### src/common/tlboper_params.svh
// width and count macros for the jTLB operation controller, included by RTL and testbench
`ifndef TLBOPER_PARAMS_SVH
`define TLBOPER_PARAMS_SVH

// entry field widths
`define TLBOPER_VPN_WIDTH   27
`define TLBOPER_PPN_WIDTH   28
`define TLBOPER_ASID_WIDTH  16
`define TLBOPER_FLG_WIDTH   14
`define TLBOPER_PGS_WIDTH   3

// index register, bits 9..8 pick the bank
`define TLBOPER_MIR_WIDTH   10

// jTLB geometry
`define TLBOPER_IDX_WIDTH   9
`define TLBOPER_BANKS       4

// valid + vpn + asid + pgs + global
`define TLBOPER_TAG_WIDTH   48
// ppn + flags
`define TLBOPER_DATA_WIDTH  42

// invalidate-all sweeps from here down to 0
`define TLBOPER_INVALL_LAST 255

`endif

### src/common/tlboper_pkg.sv
// shared operation, phase and bus types of the jTLB operation controller, used by scoped name
`default_nettype none

`include "tlboper_params.svh"

package tlboper_pkg;

  // operation held by the decode stage
  typedef enum logic [2:0] {
    op_none   = 3'd0,
    op_tlbp   = 3'd1,
    op_tlbr   = 3'd2,
    op_tlbwi  = 3'd3,
    op_tlbwr  = 3'd4,
    op_invall = 3'd5
  } tlb_op_e;

  // sequencer phases
  typedef enum logic [2:0] {
    ph_idle    = 3'd0,
    ph_req     = 3'd1,
    ph_wait    = 3'd2,
    ph_wr_req  = 3'd3,
    ph_wr_wait = 3'd4
  } tlb_phase_e;

  // software strobes from the register block
  typedef struct packed {
    logic invall;
    logic tlbwr;
    logic tlbwi;
    logic tlbr;
    logic tlbp;
  } tlb_cmd_t;

  // current entry as held by the register block
  typedef struct packed {
    logic [`TLBOPER_VPN_WIDTH-1:0]  vpn;
    logic [`TLBOPER_ASID_WIDTH-1:0] asid;
    logic [`TLBOPER_PGS_WIDTH-1:0]  pgs;
    logic                           glb;
    logic [`TLBOPER_PPN_WIDTH-1:0]  ppn;
    logic [`TLBOPER_FLG_WIDTH-1:0]  flg;
  } tlb_entry_t;

  // request to the jTLB arbiter
  typedef struct packed {
    logic                           req;
    logic                           write;
    logic                           fifo_write;
    logic                           idx_not_va;
    logic                           cmp_va;
    logic [`TLBOPER_BANKS-1:0]      bank_sel;
    logic [`TLBOPER_IDX_WIDTH-1:0]  idx;
    logic [`TLBOPER_VPN_WIDTH-1:0]  vpn;
    logic [`TLBOPER_TAG_WIDTH-1:0]  tag_din;
    logic [`TLBOPER_DATA_WIDTH-1:0] data_din;
    logic [`TLBOPER_BANKS-1:0]      fifo_din;
  } tlb_arb_req_t;

  // jTLB access response, sel is the victim bank of a read
  typedef struct packed {
    logic                      cmplt;
    logic [`TLBOPER_BANKS-1:0] fifo;
    logic [`TLBOPER_BANKS-1:0] sel;
  } tlb_jtlb_rsp_t;

endpackage

`default_nettype wire

### src/tlboper/tlboper_decode.sv
// decode stage, latches one software TLB operation and holds it until the sequencer ends it
`default_nettype none

module tlboper_decode (
  input  wire                        tlboper_clk,
  input  wire                        cpurst_b,
  input  wire tlboper_pkg::tlb_cmd_t cmd,
  input  wire                        op_done,
  output tlboper_pkg::tlb_op_e       cur_op
);

  tlboper_pkg::tlb_op_e strobe_op;

  // ==============================
  // strobe encode
  // ==============================
  // fixed priority, invall first
  always_comb
  begin
    if (cmd.invall)
      strobe_op = tlboper_pkg::op_invall;
    else if (cmd.tlbwr)
      strobe_op = tlboper_pkg::op_tlbwr;
    else if (cmd.tlbwi)
      strobe_op = tlboper_pkg::op_tlbwi;
    else if (cmd.tlbr)
      strobe_op = tlboper_pkg::op_tlbr;
    else if (cmd.tlbp)
      strobe_op = tlboper_pkg::op_tlbp;
    else
      strobe_op = tlboper_pkg::op_none;
  end

  // ==============================
  // operation register
  // ==============================
  // strobes while busy are dropped, including the done cycle
  always_ff @(posedge tlboper_clk or negedge cpurst_b)
  begin
    if (!cpurst_b)
      cur_op <= tlboper_pkg::op_none;
    else if (op_done)
      cur_op <= tlboper_pkg::op_none;
    else if (cur_op == tlboper_pkg::op_none)
      cur_op <= strobe_op;
  end

  // register block never raises two strobes at once
  a_cmd_onehot: assert property (@(posedge tlboper_clk) disable iff (!cpurst_b)
    $onehot0(cmd));

  // a running operation only ends through the sequencer
  a_op_hold: assert property (@(posedge tlboper_clk) disable iff (!cpurst_b)
    (cur_op != tlboper_pkg::op_none) && !op_done |=> $stable(cur_op));

endmodule

`default_nettype wire

### src/tlboper/tlboper_seq.sv
// execute stage, steps each operation through its request, grant and completion phases
`default_nettype none

`include "tlboper_params.svh"

module tlboper_seq (
  input  wire                             tlboper_clk,
  input  wire                             cpurst_b,
  input  wire tlboper_pkg::tlb_op_e       cur_op,
  input  wire                             arb_grant,
  input  wire tlboper_pkg::tlb_jtlb_rsp_t jtlb_rsp,
  output tlboper_pkg::tlb_phase_e         phase,
  output logic [`TLBOPER_IDX_WIDTH-1:0]   inv_idx,
  output logic [`TLBOPER_BANKS-1:0]       wr_fifo,
  output logic [`TLBOPER_BANKS-1:0]       wr_sel,
  output logic                            op_done
);

  localparam int IDX_W = `TLBOPER_IDX_WIDTH;
  localparam logic [IDX_W-1:0] INV_FIRST = IDX_W'(`TLBOPER_INVALL_LAST);

  tlboper_pkg::tlb_phase_e phase_q;
  tlboper_pkg::tlb_phase_e phase_nxt;
  logic                    is_invall;
  logic                    is_tlbwr;
  logic                    inv_last;
  logic                    inv_dec;
  logic                    rd_capture;

  assign is_invall = (cur_op == tlboper_pkg::op_invall);
  assign is_tlbwr  = (cur_op == tlboper_pkg::op_tlbwr);
  assign inv_last  = (inv_idx == '0);

  // ==============================
  // phase FSM
  // ==============================
  // the register rests in ph_req, so the first request goes out
  // in the cycle right after the strobe is latched
  assign phase = (cur_op == tlboper_pkg::op_none) ? tlboper_pkg::ph_idle : phase_q;

  always_comb
  begin
    phase_nxt = phase_q;
    case (phase)
      tlboper_pkg::ph_req:
      begin
        // invall keeps requesting through the whole sweep
        if (arb_grant && !is_invall)
          phase_nxt = tlboper_pkg::ph_wait;
      end
      tlboper_pkg::ph_wait:
      begin
        if (jtlb_rsp.cmplt && is_tlbwr)
          phase_nxt = tlboper_pkg::ph_wr_req;
        else if (jtlb_rsp.cmplt)
          phase_nxt = tlboper_pkg::ph_req;
      end
      tlboper_pkg::ph_wr_req:
      begin
        if (arb_grant)
          phase_nxt = tlboper_pkg::ph_wr_wait;
      end
      tlboper_pkg::ph_wr_wait:
      begin
        if (jtlb_rsp.cmplt)
          phase_nxt = tlboper_pkg::ph_req;
      end
      default:
      begin
        phase_nxt = tlboper_pkg::ph_req;
      end
    endcase
  end

  always_ff @(posedge tlboper_clk or negedge cpurst_b)
  begin
    if (!cpurst_b)
      phase_q <= tlboper_pkg::ph_req;
    else
      phase_q <= phase_nxt;
  end

  // invall finishes on its last grant, no jTLB completion awaited
  assign op_done = ((phase == tlboper_pkg::ph_req) && arb_grant && is_invall && inv_last)
                || ((phase == tlboper_pkg::ph_wait) && jtlb_rsp.cmplt && !is_tlbwr)
                || ((phase == tlboper_pkg::ph_wr_wait) && jtlb_rsp.cmplt);

  // ==============================
  // invall index counter
  // ==============================
  assign inv_dec = (phase == tlboper_pkg::ph_req) && arb_grant && is_invall && !inv_last;

  // reloaded at every completion so the next sweep starts at the top
  always_ff @(posedge tlboper_clk or negedge cpurst_b)
  begin
    if (!cpurst_b)
      inv_idx <= INV_FIRST;
    else if (op_done)
      inv_idx <= INV_FIRST;
    else if (inv_dec)
      inv_idx <= inv_idx - 1'b1;
  end

  // ==============================
  // tlbwr victim capture
  // ==============================
  assign rd_capture = (phase == tlboper_pkg::ph_wait) && jtlb_rsp.cmplt && is_tlbwr;

  always_ff @(posedge tlboper_clk or negedge cpurst_b)
  begin
    if (!cpurst_b)
    begin
      wr_fifo <= '0;
      wr_sel  <= '0;
    end
    else if (rd_capture)
    begin
      wr_fifo <= jtlb_rsp.fifo;
      wr_sel  <= jtlb_rsp.sel;
    end
  end

  // held request is only retired by the arbiter
  a_req_until_grant: assert property (@(posedge tlboper_clk) disable iff (!cpurst_b)
    (phase == tlboper_pkg::ph_req) && !arb_grant |=> (phase == tlboper_pkg::ph_req));

  // counter moves down by one or reloads, never wraps below zero
  a_inv_step: assert property (@(posedge tlboper_clk) disable iff (!cpurst_b)
    $changed(inv_idx) |-> (inv_idx == INV_FIRST)
      || (($past(inv_idx) != '0) && (inv_idx == IDX_W'($past(inv_idx) - 1'b1))));

endmodule

`default_nettype wire

### src/tlboper/tlboper_jtlb_req.sv
// result stage, forms the jTLB arbiter request fields and the completion pulses
`default_nettype none

`include "tlboper_params.svh"

module tlboper_jtlb_req (
  input  wire tlboper_pkg::tlb_op_e       cur_op,
  input  wire tlboper_pkg::tlb_phase_e    phase,
  input  wire [`TLBOPER_IDX_WIDTH-1:0]    inv_idx,
  input  wire [`TLBOPER_BANKS-1:0]        wr_fifo,
  input  wire [`TLBOPER_BANKS-1:0]        wr_sel,
  input  wire                             op_done,
  input  wire tlboper_pkg::tlb_entry_t    entry,
  input  wire [`TLBOPER_MIR_WIDTH-1:0]    mir,
  output tlboper_pkg::tlb_arb_req_t       arb,
  output logic                            tlbp_cmplt,
  output logic                            tlbr_cmplt,
  output logic                            cmplt,
  output logic                            cp0_tlb_done
);

  localparam int BANKS = `TLBOPER_BANKS;
  localparam int SEL_W = $clog2(BANKS);
  localparam int MIR_W = `TLBOPER_MIR_WIDTH;
  localparam int IDX_W = `TLBOPER_IDX_WIDTH;

  logic             rd_req;
  logic             wr_req;
  logic             is_tlbp;
  logic             is_tlbr;
  logic             is_tlbwi;
  logic             is_invall;
  logic             tag_vld;
  logic [BANKS-1:0] idx_sel;

  assign rd_req    = (phase == tlboper_pkg::ph_req);
  assign wr_req    = (phase == tlboper_pkg::ph_wr_req);
  assign is_tlbp   = (cur_op == tlboper_pkg::op_tlbp);
  assign is_tlbr   = (cur_op == tlboper_pkg::op_tlbr);
  assign is_tlbwi  = (cur_op == tlboper_pkg::op_tlbwi);
  assign is_invall = (cur_op == tlboper_pkg::op_invall);

  // one-hot bank from the top bits of mir
  assign idx_sel = BANKS'(1) << mir[MIR_W-1 -: SEL_W];

  // only real writes carry a valid entry, invalidates write zeros
  assign tag_vld = (rd_req && is_tlbwi) || wr_req;

  // ==============================
  // arbiter request
  // ==============================
  always_comb
  begin
    arb            = '0;
    arb.req        = rd_req || wr_req;
    arb.write      = (rd_req && (is_tlbwi || is_invall)) || wr_req;
    arb.fifo_write = (rd_req && is_invall) || wr_req;
    arb.idx_not_va = rd_req && (is_tlbr || is_tlbwi || is_invall);
    arb.cmp_va     = rd_req && is_tlbp;
    arb.idx        = is_invall ? inv_idx : mir[IDX_W-1:0];
    arb.vpn        = entry.vpn;
    if (wr_req)
      arb.bank_sel = wr_sel;
    else if (rd_req && (is_tlbr || is_tlbwi))
      arb.bank_sel = idx_sel;
    else if (rd_req)
      arb.bank_sel = '1;
    if (tag_vld)
    begin
      arb.tag_din  = {1'b1, entry.vpn, entry.asid, entry.pgs, entry.glb};
      arb.data_din = {entry.ppn, entry.flg};
    end
    // rotate the fifo bits so the next victim moves on
    if (is_invall)
      arb.fifo_din = BANKS'(1);
    else
      arb.fifo_din = {wr_fifo[BANKS-2:0], wr_fifo[BANKS-1]};
  end

  // ==============================
  // completion to register block
  // ==============================
  assign cmplt        = op_done;
  assign tlbp_cmplt   = op_done && is_tlbp;
  assign tlbr_cmplt   = op_done && is_tlbr;
  assign cp0_tlb_done = op_done && is_invall;

  // victim bank from the jTLB read must select a single way
  always_comb
  begin
    if (arb.req && arb.write && !is_invall)
      a_one_bank: assert final ($onehot0(arb.bank_sel));
  end

endmodule

`default_nettype wire

### src/tlboper/tlboper_top.sv
// top of the jTLB operation controller, connects decode, sequencer and request former
`default_nettype none

`include "tlboper_params.svh"

module tlboper_top (
  input  wire                             tlboper_clk,
  input  wire                             cpurst_b,
  input  wire tlboper_pkg::tlb_cmd_t      cmd,
  input  wire tlboper_pkg::tlb_entry_t    entry,
  input  wire [`TLBOPER_MIR_WIDTH-1:0]    mir,
  input  wire                             arb_grant,
  input  wire tlboper_pkg::tlb_jtlb_rsp_t jtlb_rsp,
  output tlboper_pkg::tlb_arb_req_t       arb,
  output logic                            tlbp_cmplt,
  output logic                            tlbr_cmplt,
  output logic                            cmplt,
  output logic                            cp0_tlb_done
);

  tlboper_pkg::tlb_op_e             cur_op;
  tlboper_pkg::tlb_phase_e          phase;
  logic [`TLBOPER_IDX_WIDTH-1:0]    inv_idx;
  logic [`TLBOPER_BANKS-1:0]        wr_fifo;
  logic [`TLBOPER_BANKS-1:0]        wr_sel;
  logic                             op_done;

  // ==============================
  // decode
  // ==============================
  tlboper_decode decode_i (
    .tlboper_clk (tlboper_clk),
    .cpurst_b    (cpurst_b),
    .cmd         (cmd),
    .op_done     (op_done),
    .cur_op      (cur_op)
  );

  // ==============================
  // execute
  // ==============================
  tlboper_seq seq_i (
    .tlboper_clk (tlboper_clk),
    .cpurst_b    (cpurst_b),
    .cur_op      (cur_op),
    .arb_grant   (arb_grant),
    .jtlb_rsp    (jtlb_rsp),
    .phase       (phase),
    .inv_idx     (inv_idx),
    .wr_fifo     (wr_fifo),
    .wr_sel      (wr_sel),
    .op_done     (op_done)
  );

  // ==============================
  // result
  // ==============================
  tlboper_jtlb_req jtlb_req_i (
    .cur_op       (cur_op),
    .phase        (phase),
    .inv_idx      (inv_idx),
    .wr_fifo      (wr_fifo),
    .wr_sel       (wr_sel),
    .op_done      (op_done),
    .entry        (entry),
    .mir          (mir),
    .arb          (arb),
    .tlbp_cmplt   (tlbp_cmplt),
    .tlbr_cmplt   (tlbr_cmplt),
    .cmplt        (cmplt),
    .cp0_tlb_done (cp0_tlb_done)
  );

endmodule

`default_nettype wire

### config.mk
export PLATFORM = sky130hd
export DESIGN_NAME = tlboper_top
export DESIGN_NICKNAME = d
export VERILOG_FILES = /design/src/common/tlboper_pkg.sv /design/src/tlboper/tlboper_decode.sv /design/src/tlboper/tlboper_seq.sv /design/src/tlboper/tlboper_jtlb_req.sv /design/src/tlboper/tlboper_top.sv
export VERILOG_INCLUDE_DIRS = /design/src /design/src/common
export SDC_FILE = /design/constraint.sdc
export NUM_CORES = 1
export LEC_CHECK = 0
export BUFFER_PORTS_ARGS = -buffer_cell sky130_fd_sc_hd__buf_2
export CAP_MARGIN = 40
export CORE_AREA = 3 3 101 103
export DETAILED_ROUTE_END_ITERATION = 12
export DIE_AREA = 0 0 104 106
export PLACE_DENSITY = 0.64
export SYNTH_ARGS = -nofsm -noshare
export SYNTH_HDL_FRONTEND = slang
export SYNTH_SLANG_ARGS = --single-unit
### constraint.sdc
create_clock -name tlboper_clk -period 5.9 [get_ports tlboper_clk]
set_clock_uncertainty 0.1 [all_clocks]
set_input_delay 1.18 -clock tlboper_clk [delete_from_list [all_inputs] [get_ports tlboper_clk]]
set_output_delay 1.18 -clock tlboper_clk [all_outputs]
set_load 0.01 [all_outputs]
=== Word level (Yosys, flattened, before mapping) ===
Cells that the tools add are included.

* Shift operators: 1
* $add $sub $neg: 1
* Eq/ne operators: 11
* Order comparisons: 0
* Bitwise operators: 0
* Multiply operators: 0
* Div/mod/pow operators: 0
* Reduce and logical (&&, ||, !) cells: 36
* Multiplexer cells: 21

{| class="wikitable"
|+ Operators by type and width
! kind !! count
|-
| $mux 90 || 1
|-
| $mux 3 || 11
|-
| $mux 9 || 3
|-
| $logic_and 1x1->1 || 19
|-
| $mux 4 || 4
|-
| $eq 3x2->1 const B || 4
|-
| $pmux 3 s4 || 1
|-
| $eq 3x3->1 const B || 3
|-
| $logic_not 9->1 || 1
|-
| $logic_or 1x1->1 || 9
|-
| $sub 9x1->9 const B || 1
|-
| $eq 3x1->1 const B || 2
|-
| $ne 2x2->1 const B || 2
|-
| $reduce_bool 2->1 || 2
|-
| $shl 1x2->4 const A || 1
|-
| $logic_not 1->1 || 3
|-
| $logic_not 3->1 || 1
|-
| $reduce_and 2->1 || 1
|-
| $mux 1 || 1
|}

* Memories kept: 0
* Bits in registers: 23
* Memory bits (read-only): 0
* Output and inout bits: 143
* RAM bits: 0
* Bits in latches: 0
* Logic and storage cells: 75

=== Depth between registers and ports, before layout ===
Gate-level depths: netlist of the first run.

* Depth after elaboration: 9
* Depth in mapped cells: 6

=== Cells and area by module ===
A second synthesis of the first run with hierarchy kept.

* Cells, all modules: 399
* Area, all modules: 3442.1 sq um

{| class="wikitable"
|+ Modules (own cells, without submodules)
! module !! cells an instance !! times used !! area an instance (sq um) !! sequential area each (sq um)
|-
| tlboper_jtlb_req || 283 || 1 || 2225.9 || 0.0
|-
| tlboper_seq || 100 || 1 || 1076.0 || 511.7
|-
| tlboper_decode || 16 || 1 || 140.1 || 75.1
|}

=== Least setup slack after synthesis of the first run ===
Ideal clock, no wire load.

* Kind: input to output
* Start: input arb_grant
* End: output tlbr_cmplt
* Cell stages on the path: 5
* Arrival time: 2.251 ns
* Path slack: 2.369 ns
* Path through: and4bb_4 -> and2_1 -> buf_4 -> nand2_2 -> a2111oi_2

* Cells in the longest elaborated chain, start to end: 6

{| class="wikitable"
|+ RTL lines
! element !! line !! source
|-
| from (decl) || tlboper_top.sv:12 || <nowiki>input wire arb_grant,</nowiki>
|-
| $logic_and 1x1->1 (3 in a row) || tlboper_seq.sv:84 || <nowiki>assign op_done = ((phase == tlboper_pkg::ph_req) && arb_grant && is_invall && inv_last)</nowiki>
|-
| $logic_or 1x1->1 || tlboper_seq.sv:85 || <nowiki>|| ((phase == tlboper_pkg::ph_wait) && jtlb_rsp.cmplt && !is_tlbwr)</nowiki>
|-
| $logic_or 1x1->1 || tlboper_seq.sv:86 || <nowiki>|| ((phase == tlboper_pkg::ph_wr_wait) && jtlb_rsp.cmplt);</nowiki>
|-
| $logic_and 1x1->1 || tlboper_jtlb_req.sv:85 || <nowiki>assign tlbr_cmplt = op_done && is_tlbr;</nowiki>
|-
| to (decl) || tlboper_top.sv:16 || <nowiki>output logic tlbr_cmplt,</nowiki>
|}

Every way passes these cells.

==> results.md, run 1 <==
- Peak per-stage delay on the critical path: a little under 600 ps
- Clock insertion delay at the later pin of the skew report: approximately 270 ps
- All-layer global routing usage: 0.202
- Drt drc: 0
- CTS sink count: 23
- CTS H-tree lvls: 1
- Share of the synthesized area in compound gates (AO/OA/AOI/OAI): 0.0914
- Standard-cell row count: 35
- Number of stages on the worst hold path: 1
- Cell types with the largest area share after synthesis: and2_1, dfrtp_1, dfstp_2
- Clock-pin slew on the worst setup and hold paths: around 80 ps
- Syn Std Cell Area: approximately 0.0023 sq mm
- Drt wl/cell: 18.0 microns
- Class of the tightest hold or removal check: flop to flop
- Async SR Flop Fraction: 1.00
- RSZ-0062 raised after global routing: false
- Fraction of layout instances using a drive strength above 1: 0.548
- Boundary Pins: approximately 260
- Starting Density: 0.251
- Worst Min Path Start: seq_i.wr_fifo[1]
- Routed via count: 2941
- Fmax achieved: 0.251 GHz
- Final setup viols: 0
- Count of pins over their slew limit: 0
- Reg-to-reg endpoint: seq_i.phase_q[0]
- Net count reported at finish: between 600 and 700
- Via density per instance: around 4.5
- Worst setup path class: flop to output port
- Clock share of power: 0.072
- Core area: just over 0.009 sq mm
- CP startpoint kind: flop
- Hold bufs inserted after CTS: 0
- Required time of the worst setup path: ~4600 ps
- Met3 routed WL: between 1000 and 1500 microns
- Via count of the first global-routing pass: roughly 3000
- Ratio of total power to cell area: just under 400 mW/mm^2
- Maximum root-to-sink buffer count: 2
- Crit path max-delay cell type: dfstp_2
- Width of the die: 104 microns
- Clock Tree Root: clkbuf_8
- Half-perimeter wire length of the detailed placement result: slightly above 10000 microns
- Post-Synthesis Mean Instance Area: approximately 7.7 sq um
- Worst reg2reg startpoint: decode_i.cur_op[0]
- Post-CTS sizing: 0
- Number of buffers added by the clock tree synthesis step: 3
- Worst setup EP type: output port
- Share of Yosys cell area claimed by the top area cell type: 0.250
- Reported leakage power: ~0.0021 uW
- Number of input and output port buffers inserted: between 200 and 300
- Post-Route WL: between 10000 and 15000 microns
- Largest voltage drop on the vdd net: about 180 uV
- Switch share: 0.498
- Top sig layer: met5
- Total negative setup slack: 0 ps
- Number of flops mapped to enable cells by yosys: 0
- Number of violations reported at the end of detailed-routing iteration 0: 141
- Synthesis-stage register bit count: 23
- M1 WL: around 4200 microns
- Growth of design area from synthesis to finish: 52.1%
- Max Cap Viol: 0
- Final cycle utilization of the critical path: 0.676
- Maximum number of pins on one net before global-route repair: 62
- Post-CTS setup buffer count: 0
- Critical path arrival: roughly 2700 ps
- Post-synth top flop: dfrtp_1
- First-pass GRT wire length: roughly 17000 microns
- Remaining global-route overflow: 0
- Worst hold path endpoint: seq_i.wr_fifo[1]
- Final estimated routing congestion in global placement: approximately 0.9
- First drt pass iteration count: 4
- Path depth of the worst reg2reg path: 4
- Status: finished, final reports clean
- Post-Synth Simple-Gate Area: 0.445
- Number of cells produced by synthesis: between 300 and 400
- Share of the yosys chip area belonging to registers: 0.252
- CP max FO: 61
- Area leader, netlist: and2_1
- Post-route total power: 1400 uW
- Number of antenna-violating nets in the routed design: 0
- Count of endpoints failing hold in the final timing report: 0
- Slew margin rel.: 0.531
- Relative contribution of combinational cells to total power: 0.702
- Sequential power share: 0.226
- Number of distinct library cells after synthesis: 47
- Total length of routed met2 wires: just under 6000 microns
- Floorplan die area: approximately 0.011 sq mm
- Antenna violations before repair: 9
- Period minus WS final: between 3000 and 4000 ps
- Cells traversed along the worst timing path: and2b_1 -> nand2_1 -> a21oi_4 -> buf_4 -> and2_1 -> buf_2
- XOR/XNOR share of the synthesized area: 0.0151
- Internal power of the cells: between 700 and 800 uW
- Overall die height: 106 microns
- R2R Setup Slk: around 3800 ps
- Largest family of logic cells by synthesized area: simple AND/OR/NAND/NOR gates
- Multiplexer share of the synthesized area: 0.0430
- Adder and majority gate portion of the synthesized area: 0.00538
- Yosys Warn Count: 0
- Tightest Pin Transition: around 700 ps
- Clock tree from TritonCTS: yes
- Net switching component of the power: about 700 uW
- Synthesized net count: ~420
-- sequential cells by signal, indices dropped and copies added, names as in the netlist --
name / flops
decode_i.cur_op: 3
seq_i.wr_fifo: 4
seq_i.wr_sel: 4
seq_i.inv_idx: 9
seq_i.phase_q: 3
-- kinds of logic after synthesis --
| logic type | count (synthesis) |
|---|---|
| compound gates | 33 |
| xor+xnor | 4 |
| fa+ha+maj | 1 |
| buf+inv | 55 |
| flops | 23 |
| mux | 9 |
| simple gates | 179 |
-- metal layers --
metal,up-vias,global-route usage
met3,26,0.0850
li1,1401,-
met4,14,0.0579
met1,1340,0.215
met5,-,0
met2,160,0.366
-- placed cells by master (no fill, tap or decap), types with 2 or more instances in the layout --
cell,count
a21oi_1,8
and2_1,93
and3_1,3
buf_2,258
clkbuf_8,3
dfrtp_1,14
dfstp_2,9
diode_2,2
inv_1,10
mux2_2,8
nand2_1,29
nand2b_1,5
nand3_1,8
nand4_1,2
nor2_1,12
nor3_1,10
nor3b_1,2
nor4_1,2
o211a_1,2
o21ai_0,11
o22ai_1,3
or3_1,2
xnor2_1,2
xor2_1,2
-- cell usage after synthesis, types with 2 or more instances --
master	instances
dfrtp_1	14
o211a_1	2
o22ai_1	3
nand4_1	2
and3_1	3
xor2_1	2
o21ai_0	11
dfstp_2	9
xnor2_1	2
buf_6	3
nor3_1	10
nand3_1	8
nor2_1	12
clkbuf_1	9
and2_1	93
buf_4	29
a21oi_1	8
buf_2	4
mux2_2	8
nand2_1	29
inv_1	10
nand2b_1	5
or3_1	2
nor3b_1	2
nor4_1	2
-- per-stage QoR --
stage	worst slack [ps]	cell area (sq um)	hold slack, ps	util	std cells
after floorplan	2370	2330	372	-	304
after global placement	2030	3490	387	0.376	647
final	1910	3540	413	0.381	653
after CTS	1890	3530	413	0.381	651
after detailed placement	2020	3490	392	0.376	647
after global routing	1650	3540	430	0.381	653
-- power groups by stage --
stage               clock network [uW]  logic [uW]  registers [uW]
finish                             101         985             317
global route                       110        1090             329
CTS                                104        1000             317
detailed placement                   0        1000             318
global placement                     0         989             315
floorplan                            0         651             277
-- how the worst max path moves through the flow --
stage | from | end | slack [ps] | depth (start not counted)
after floorplan | arb_grant | tlbr_cmplt | 2370 | 5
after detailed placement | arb_grant | tlbr_cmplt | 2020 | 6
final | seq_i.phase_q[0] | arb[9] | 1910 | 6
after global routing | seq_i.phase_q[0] | arb[9] | 1650 | 6
after global placement | arb_grant | tlbr_cmplt | 2030 | 6
after CTS | seq_i.phase_q[0] | arb[9] | 1890 | 6
-- critical path: cells and delay by family (launching register included) --
family | cells | cell delay (ps)
AO/OA/AOI/OAI | 1 | 570
buffers and inverters | 2 | 620
AND/OR/NAND/NOR | 3 | 650
flip-flops | 1 | 590
-- area by class of cell --
class	count	area [sq um]
fillers	1007	5750
multi-input cells	226	1400
repair buffers	259	1300
flip-flops and latches	23	587
well taps	129	161
clock buffers	4	45.0
inverters	10	37.5
diodes	2	5.00
No activity file was read; power rests on OpenSTA's default activity.
==> inputs of run 2 (changes only) <==
- CORE_AREA: 3 3 101 103 -> 3 3 99 101
- DIE_AREA: 0 0 104 106 -> 0 0 102 104
- PLACE_DENSITY: 0.64 -> 0.66
- clock period: 5.9 -> 4.2 ns (I/O delays scaled with it)
==> results.md, run 2 (synthesis gave the netlist of run 1 again) <==
- Antenna violations before repair: 6
- Core area: approximately 0.0091 sq mm
- Post-route total power: around 2000 uW
- Number of placed cells counting well taps: between 600 and 700
- Registers with the most flip-flops: seq_i.inv_idx: 9 flops, seq_i.wr_fifo: 4 flops, seq_i.wr_sel: 4 flops
- Floorplan die area: between 0.01 and 0.015 sq mm
- Most common cell after layout, fill and taps aside: buf_2
- Via density per instance: 4.68
- Class of the tightest hold or removal check: flop to flop
- Cells traversed along the worst timing path: and2b_1 -> nand2_1 -> a21oi_4 -> buf_16 -> buf_4 -> and2_1 -> buf_2
- Internal power of the cells: slightly above 1000 uW
- Clock Tree Root: clkbuf_8
- Width of the die: roughly 100 microns
- R2R Setup Slk: about 2100 ps
- Clock insertion delay at the later pin of the skew report: 280 ps
- RSZ-0062 raised after global routing: false
- Overall die height: ~100 microns
- Clock-pin slew on the worst setup and hold paths: about 90 ps
- Reg-to-reg endpoint: seq_i.wr_fifo[2]
- Switch share: 0.494
- Setup slack after placement: 1020 ps
- Peak per-stage delay on the critical path: between 500 and 600 ps
- Non-Filler Instances: 639
- Drt drc: 0
- Count of pins over their slew limit: 0
- Via count of the first global-routing pass: around 3000
- Largest register by flop count: seq_i.inv_idx
- Worst hold path endpoint: seq_i.wr_fifo[3]
- Relative contribution of combinational cells to total power: 0.705
- Final cycle utilization of the critical path: 0.817
- Starting Density: 0.255
- CTS sink count: 23
- CP startpoint kind: flop
- Required time of the worst setup path: 3260 ps
- Remaining global-route overflow: 0
- Sequential power share: 0.222
- First drt pass iteration count: 4
- Post-CTS setup buffer count: 0
- Maximum number of pins on one net before global-route repair: 35
- Clock share of power: 0.073
- Number of stages on the worst hold path: 1
- CP max FO: 34
- Path depth of the worst reg2reg path: 3
- Count of endpoints failing hold in the final timing report: 0
- Growth of design area from synthesis to finish: 53.1%
- Post-Route WL: approximately 12000 microns
- First-pass GRT wire length: between 15000 and 20000 microns
- CTS H-tree lvls: 1
- Half-perimeter wire length of the detailed placement result: 10500 microns
- Worst reg2reg startpoint: decode_i.cur_op[0]
- Tightest Pin Transition: roughly 710 ps
- Number of violations reported at the end of detailed-routing iteration 0: between 100 and 150
- Number of antenna-violating nets in the routed design: 0
- Period minus WS final: around 3400 ps
- Crit path max-delay cell type: dfstp_2
- Worst setup path class: flop to output port
- Boundary Pins: around 260
- Number of buffers added by the clock tree synthesis step: 3
- Max Cap Viol: 0
- Status: finished, final reports clean
- Fmax achieved: just under 0.3 GHz
- Post-CTS sizing: 0
- Worst Min Path Start: seq_i.wr_fifo[3]
- Clock tree from TritonCTS: yes
- Post-route worst setup slack: roughly 770 ps
- Reported leakage power: between 0.002 and 0.0025 uW
- Ratio of total power to cell area: 569 mW/mm^2
- Fraction of layout instances using a drive strength above 1: 0.552
- Post-route worst hold slack: around 420 ps
- All-layer global routing usage: 0.217
- Maximum root-to-sink buffer count: 2
- Dominant delay contributor by cell family on the critical path: buffers and inverters
- Final setup viols: 0
- Net switching component of the power: about 1000 uW
- Hold bufs inserted after CTS: 0
- Final estimated routing congestion in global placement: between 0.8 and 0.9
- Worst setup EP type: output port
- Drt wl/cell: ~19 microns
- Slew margin rel.: 0.525
- Standard-cell row count: 35
- Total negative setup slack: 0 ps
- Max reg flops: 9
- Number of input and output port buffers inserted: around 260
- Commonest cells after routing, fill and taps aside: buf_2, and2_1, nand2_1, dfrtp_1, nor2_1
- Largest voltage drop on the vdd net: 202 uV
- Worst path bufs/invs: 3
- Critical path arrival: ~2500 ps
- Net count reported at finish: approximately 640
- Routed via count: around 3000
-- run 2: through the flow --
| stage | util | area, sq um |
|---|---|---|
| after floorplan | - | 2330 |
| after global placement | 0.382 | 3480 |
| after detailed placement | 0.385 | 3510 |
| after CTS | 0.390 | 3550 |
| after global routing | 0.391 | 3560 |
| final | 0.391 | 3560 |
-- run 2: how the worst max path moves through the flow --
stage                                 from  depth (start not counted)          to  slack (ps)
after detailed placement         arb_grant                          6  tlbr_cmplt        1020
final                     seq_i.phase_q[0]                          7     arb[51]         770
after CTS                 seq_i.phase_q[0]                          7     arb[51]         780
after floorplan                  arb_grant                          5  tlbr_cmplt        1350
after global placement    seq_i.phase_q[0]                          6     arb[51]         950
after global routing      seq_i.phase_q[0]                          7     arb[51]         610
-- run 2: cell type report --
type,count,area [sq um]
Tap cell,111,139
Clock inverter,1,5.00
Clock buffer,3,41.3
Inverter,10,37.5
Sequential cell,23,587
Multi-Input combinational cell,226,1400
Fill cell,1006,5550
Timing Repair Buffer,262,1340
Antenna cell,3,7.51
-- run 2: power groups by stage --
stage          registers [uW]  clock network [uW]  logic [uW]
6_report                  451                 148        1430
5_1_grt                   466                 165        1570
4_1_cts                   448                 152        1440
3_5_place_dp              452                   0        1430
3_3_place_gp              447                   0        1390
2_1_floorplan             389                   0         915
-- run 2: per-layer routing --
layer,GRT usage,up-vias,share of wire
li1,-,1407,-
met3,0.0698,17,0.10
met4,0.0478,6,0.011
met5,0,-,0.0023
met1,0.239,1400,0.37
met2,0.398,160,0.51
==> inputs of run 3 (changes only) <==
- CORE_AREA: 3 3 99 101 -> 3 3 100 102
- DIE_AREA: 0 0 102 104 -> 0 0 103 105
- PLACE_DENSITY: 0.66 -> 0.67
- clock period: 4.2 -> 2.87 ns (I/O delays scaled with it)
==> results.md, run 3 (synthesis gave the netlist of run 1 again) <==
- Maximum number of pins on one net before global-route repair: 86
- Layout filler cell count: between 900 and 1000
- Antenna violations before repair: 6
- Commonest cells after routing, fill and taps aside: buf_2, and2_1, nand2_1, dfrtp_1, nor2_1
- Fraction of layout instances using a drive strength above 1: 0.561
- RSZ-0062 raised after global routing: false
- Post-route worst hold slack: 183 ps
- Remaining global-route overflow: 0
- Relative contribution of combinational cells to total power: 0.709
- Required time of the worst setup path: about 2200 ps
- Number of input and output port buffers inserted: around 260
- Crit path max-delay cell type: dfstp_2
- Switch share: 0.492
- Standard-cell row count: 35
- Clock-pin slew on the worst setup and hold paths: around 90 ps
- Post-route total power: between 2000 and 3000 uW
- Overall die height: 105 microns
- Internal power of the cells: 1500 uW
- Number of violations reported at the end of detailed-routing iteration 0: 175
- First drt pass iteration count: 4
- Number of antenna-violating nets in the routed design: 0
- Status: finished, final reports clean
- Tightest Pin Transition: 700 ps
- Largest register by flop count: seq_i.inv_idx
- Drt wl/cell: 18.9 microns
- Number of buffers added by the clock tree synthesis step: 3
- Sequential power share: 0.220
- Largest voltage drop on the vdd net: 353 uV
- All-layer global routing usage: 0.204
- Reported leakage power: approximately 0.0022 uW
- Net switching component of the power: around 1500 uW
- Count of pins over their slew limit: 0
- Period minus WS final: ~2700 ps
- Critical path arrival: around 2000 ps
- Via density per instance: around 4.7
- Clock Tree Root: clkbuf_8
- Registers with the most flip-flops: seq_i.inv_idx: 9 flops, seq_i.wr_fifo: 4 flops, seq_i.wr_sel: 4 flops
- Boundary Pins: ~260
- Most common cell after layout, fill and taps aside: buf_2
- Slew margin rel.: 0.530
- Final estimated routing congestion in global placement: slightly above 0.9
- CP max FO: 85
- Floorplan die area: approximately 0.011 sq mm
- CTS sink count: 23
- Peak per-stage delay on the critical path: between 500 and 600 ps
- Growth of design area from synthesis to finish: 53.5%
- Post-Route WL: 12100 microns
- Final cycle utilization of the critical path: 0.949
- Max Cap Viol: 0
- Fmax achieved: roughly 0.37 GHz
- Core area: between 0.009 and 0.01 sq mm
- Worst setup path class: flop to output port
- Width of the die: slightly above 100 microns
- Clock insertion delay at the later pin of the skew report: between 200 and 300 ps
- Net count reported at finish: ~650
- Post-CTS setup buffer count: 0
- Total negative setup slack: 0 ps
- Max reg flops: 9
- Clock tree from TritonCTS: yes
- Number of placed cells counting well taps: about 640
- Half-perimeter wire length of the detailed placement result: 10400 microns
- Count of endpoints failing hold in the final timing report: 0
- Final antenna diode count: 0
- Non-Filler Instances: between 600 and 700
- Final setup viols: 0
- Via count of the first global-routing pass: about 2800
- Starting Density: 0.253
- Cells traversed along the worst timing path: and2b_1 -> nand2_1 -> a21oi_4 -> buf_8 -> and2_1 -> buf_2
- Routed via count: roughly 3000
- Class of the tightest hold or removal check: primary input to async pin
- First-pass GRT wire length: roughly 17000 microns
- CP startpoint kind: flop
- CTS H-tree lvls: 1
- Worst setup EP type: output port
- Maximum root-to-sink buffer count: 2
- R2R Setup Slk: approximately 780 ps
- Drt drc: 0
- Ratio of total power to cell area: just over 800 mW/mm^2
- Clock share of power: 0.071
-- run 3: power groups by stage --
| stage | combinational [uW] | sequential (uW) | clock, uW |
|---|---|---|---|
| 2_1_floorplan | 1340 | 570 | 0 |
| 3_3_place_gp | 2070 | 643 | 0 |
| 3_5_place_dp | 2100 | 653 | 0 |
| 4_1_cts | 2120 | 647 | 220 |
| 5_1_grt | 2300 | 671 | 234 |
| 6_report | 2100 | 650 | 209 |
-- run 3: critical path, delay by kind of cell, from the launching register on --
kind | cells | cell delay, ps
AOI/OAI and AO/OA | 1 | 210
buffers and inverters | 2 | 460
DFF | 1 | 580
and+or+nand+nor | 3 | 500
-- run 3: path summary, 6_finish.rpt --
kind                       cells after the start                  to               start
hold reg to reg                                1    seq_i.wr_fifo[2]    seq_i.wr_fifo[2]
hold / removal                                 1  decode_i.cur_op[2]            cpurst_b
setup reg to reg                               3     seq_i.wr_sel[1]  decode_i.cur_op[0]
setup / recovery                               6             arb[61]    seq_i.phase_q[0]
min in group tlboper_clk                       1    seq_i.wr_fifo[2]    seq_i.wr_fifo[2]
max in group asynchronous                      1    seq_i.inv_idx[2]            cpurst_b
-- run 3: stage by stage --
step / util / area, sq um / setup slack [ps]
final: 0.388 / 3570 / 147
after global routing: 0.388 / 3570 / 5.95
after CTS: 0.387 / 3560 / 20.2
after detailed placement: 0.382 / 3510 / 266
after global placement: 0.382 / 3510 / 300
after floorplan: - / 2330 / 551
-- run 3: what timing repair did --
| item | CTS | global route |
|---|---|---|
| gates resized for setup | 1 | 5 |
| hold buffers | 0 | 0 |
| hold endpoints to repair | 0 | 0 |
| setup endpoints to repair | 30 | 31 |
-- run 3: cell type report --
cell class                 instances  area (sq um)  share of cell area
clock buffer                       3          41.3              0.0116
sequential                        23           587               0.164
clock inverter                     1          5.00             0.00140
timing repair buffer             265          1350               0.379
inverter                          10          37.5              0.0105
multi-input combinational        226          1410               0.395
tap                              111           139              0.0389
-- run 3: per-layer routing --
| layer | share of wire | track usage |
|---|---|---|
| met3 | 0.095 | 0.0661 |
| met2 | 0.50 | 0.364 |
| met4 | 0.020 | 0.0481 |
| met1 | 0.38 | 0.231 |
| met5 | 0.0063 | 0 |
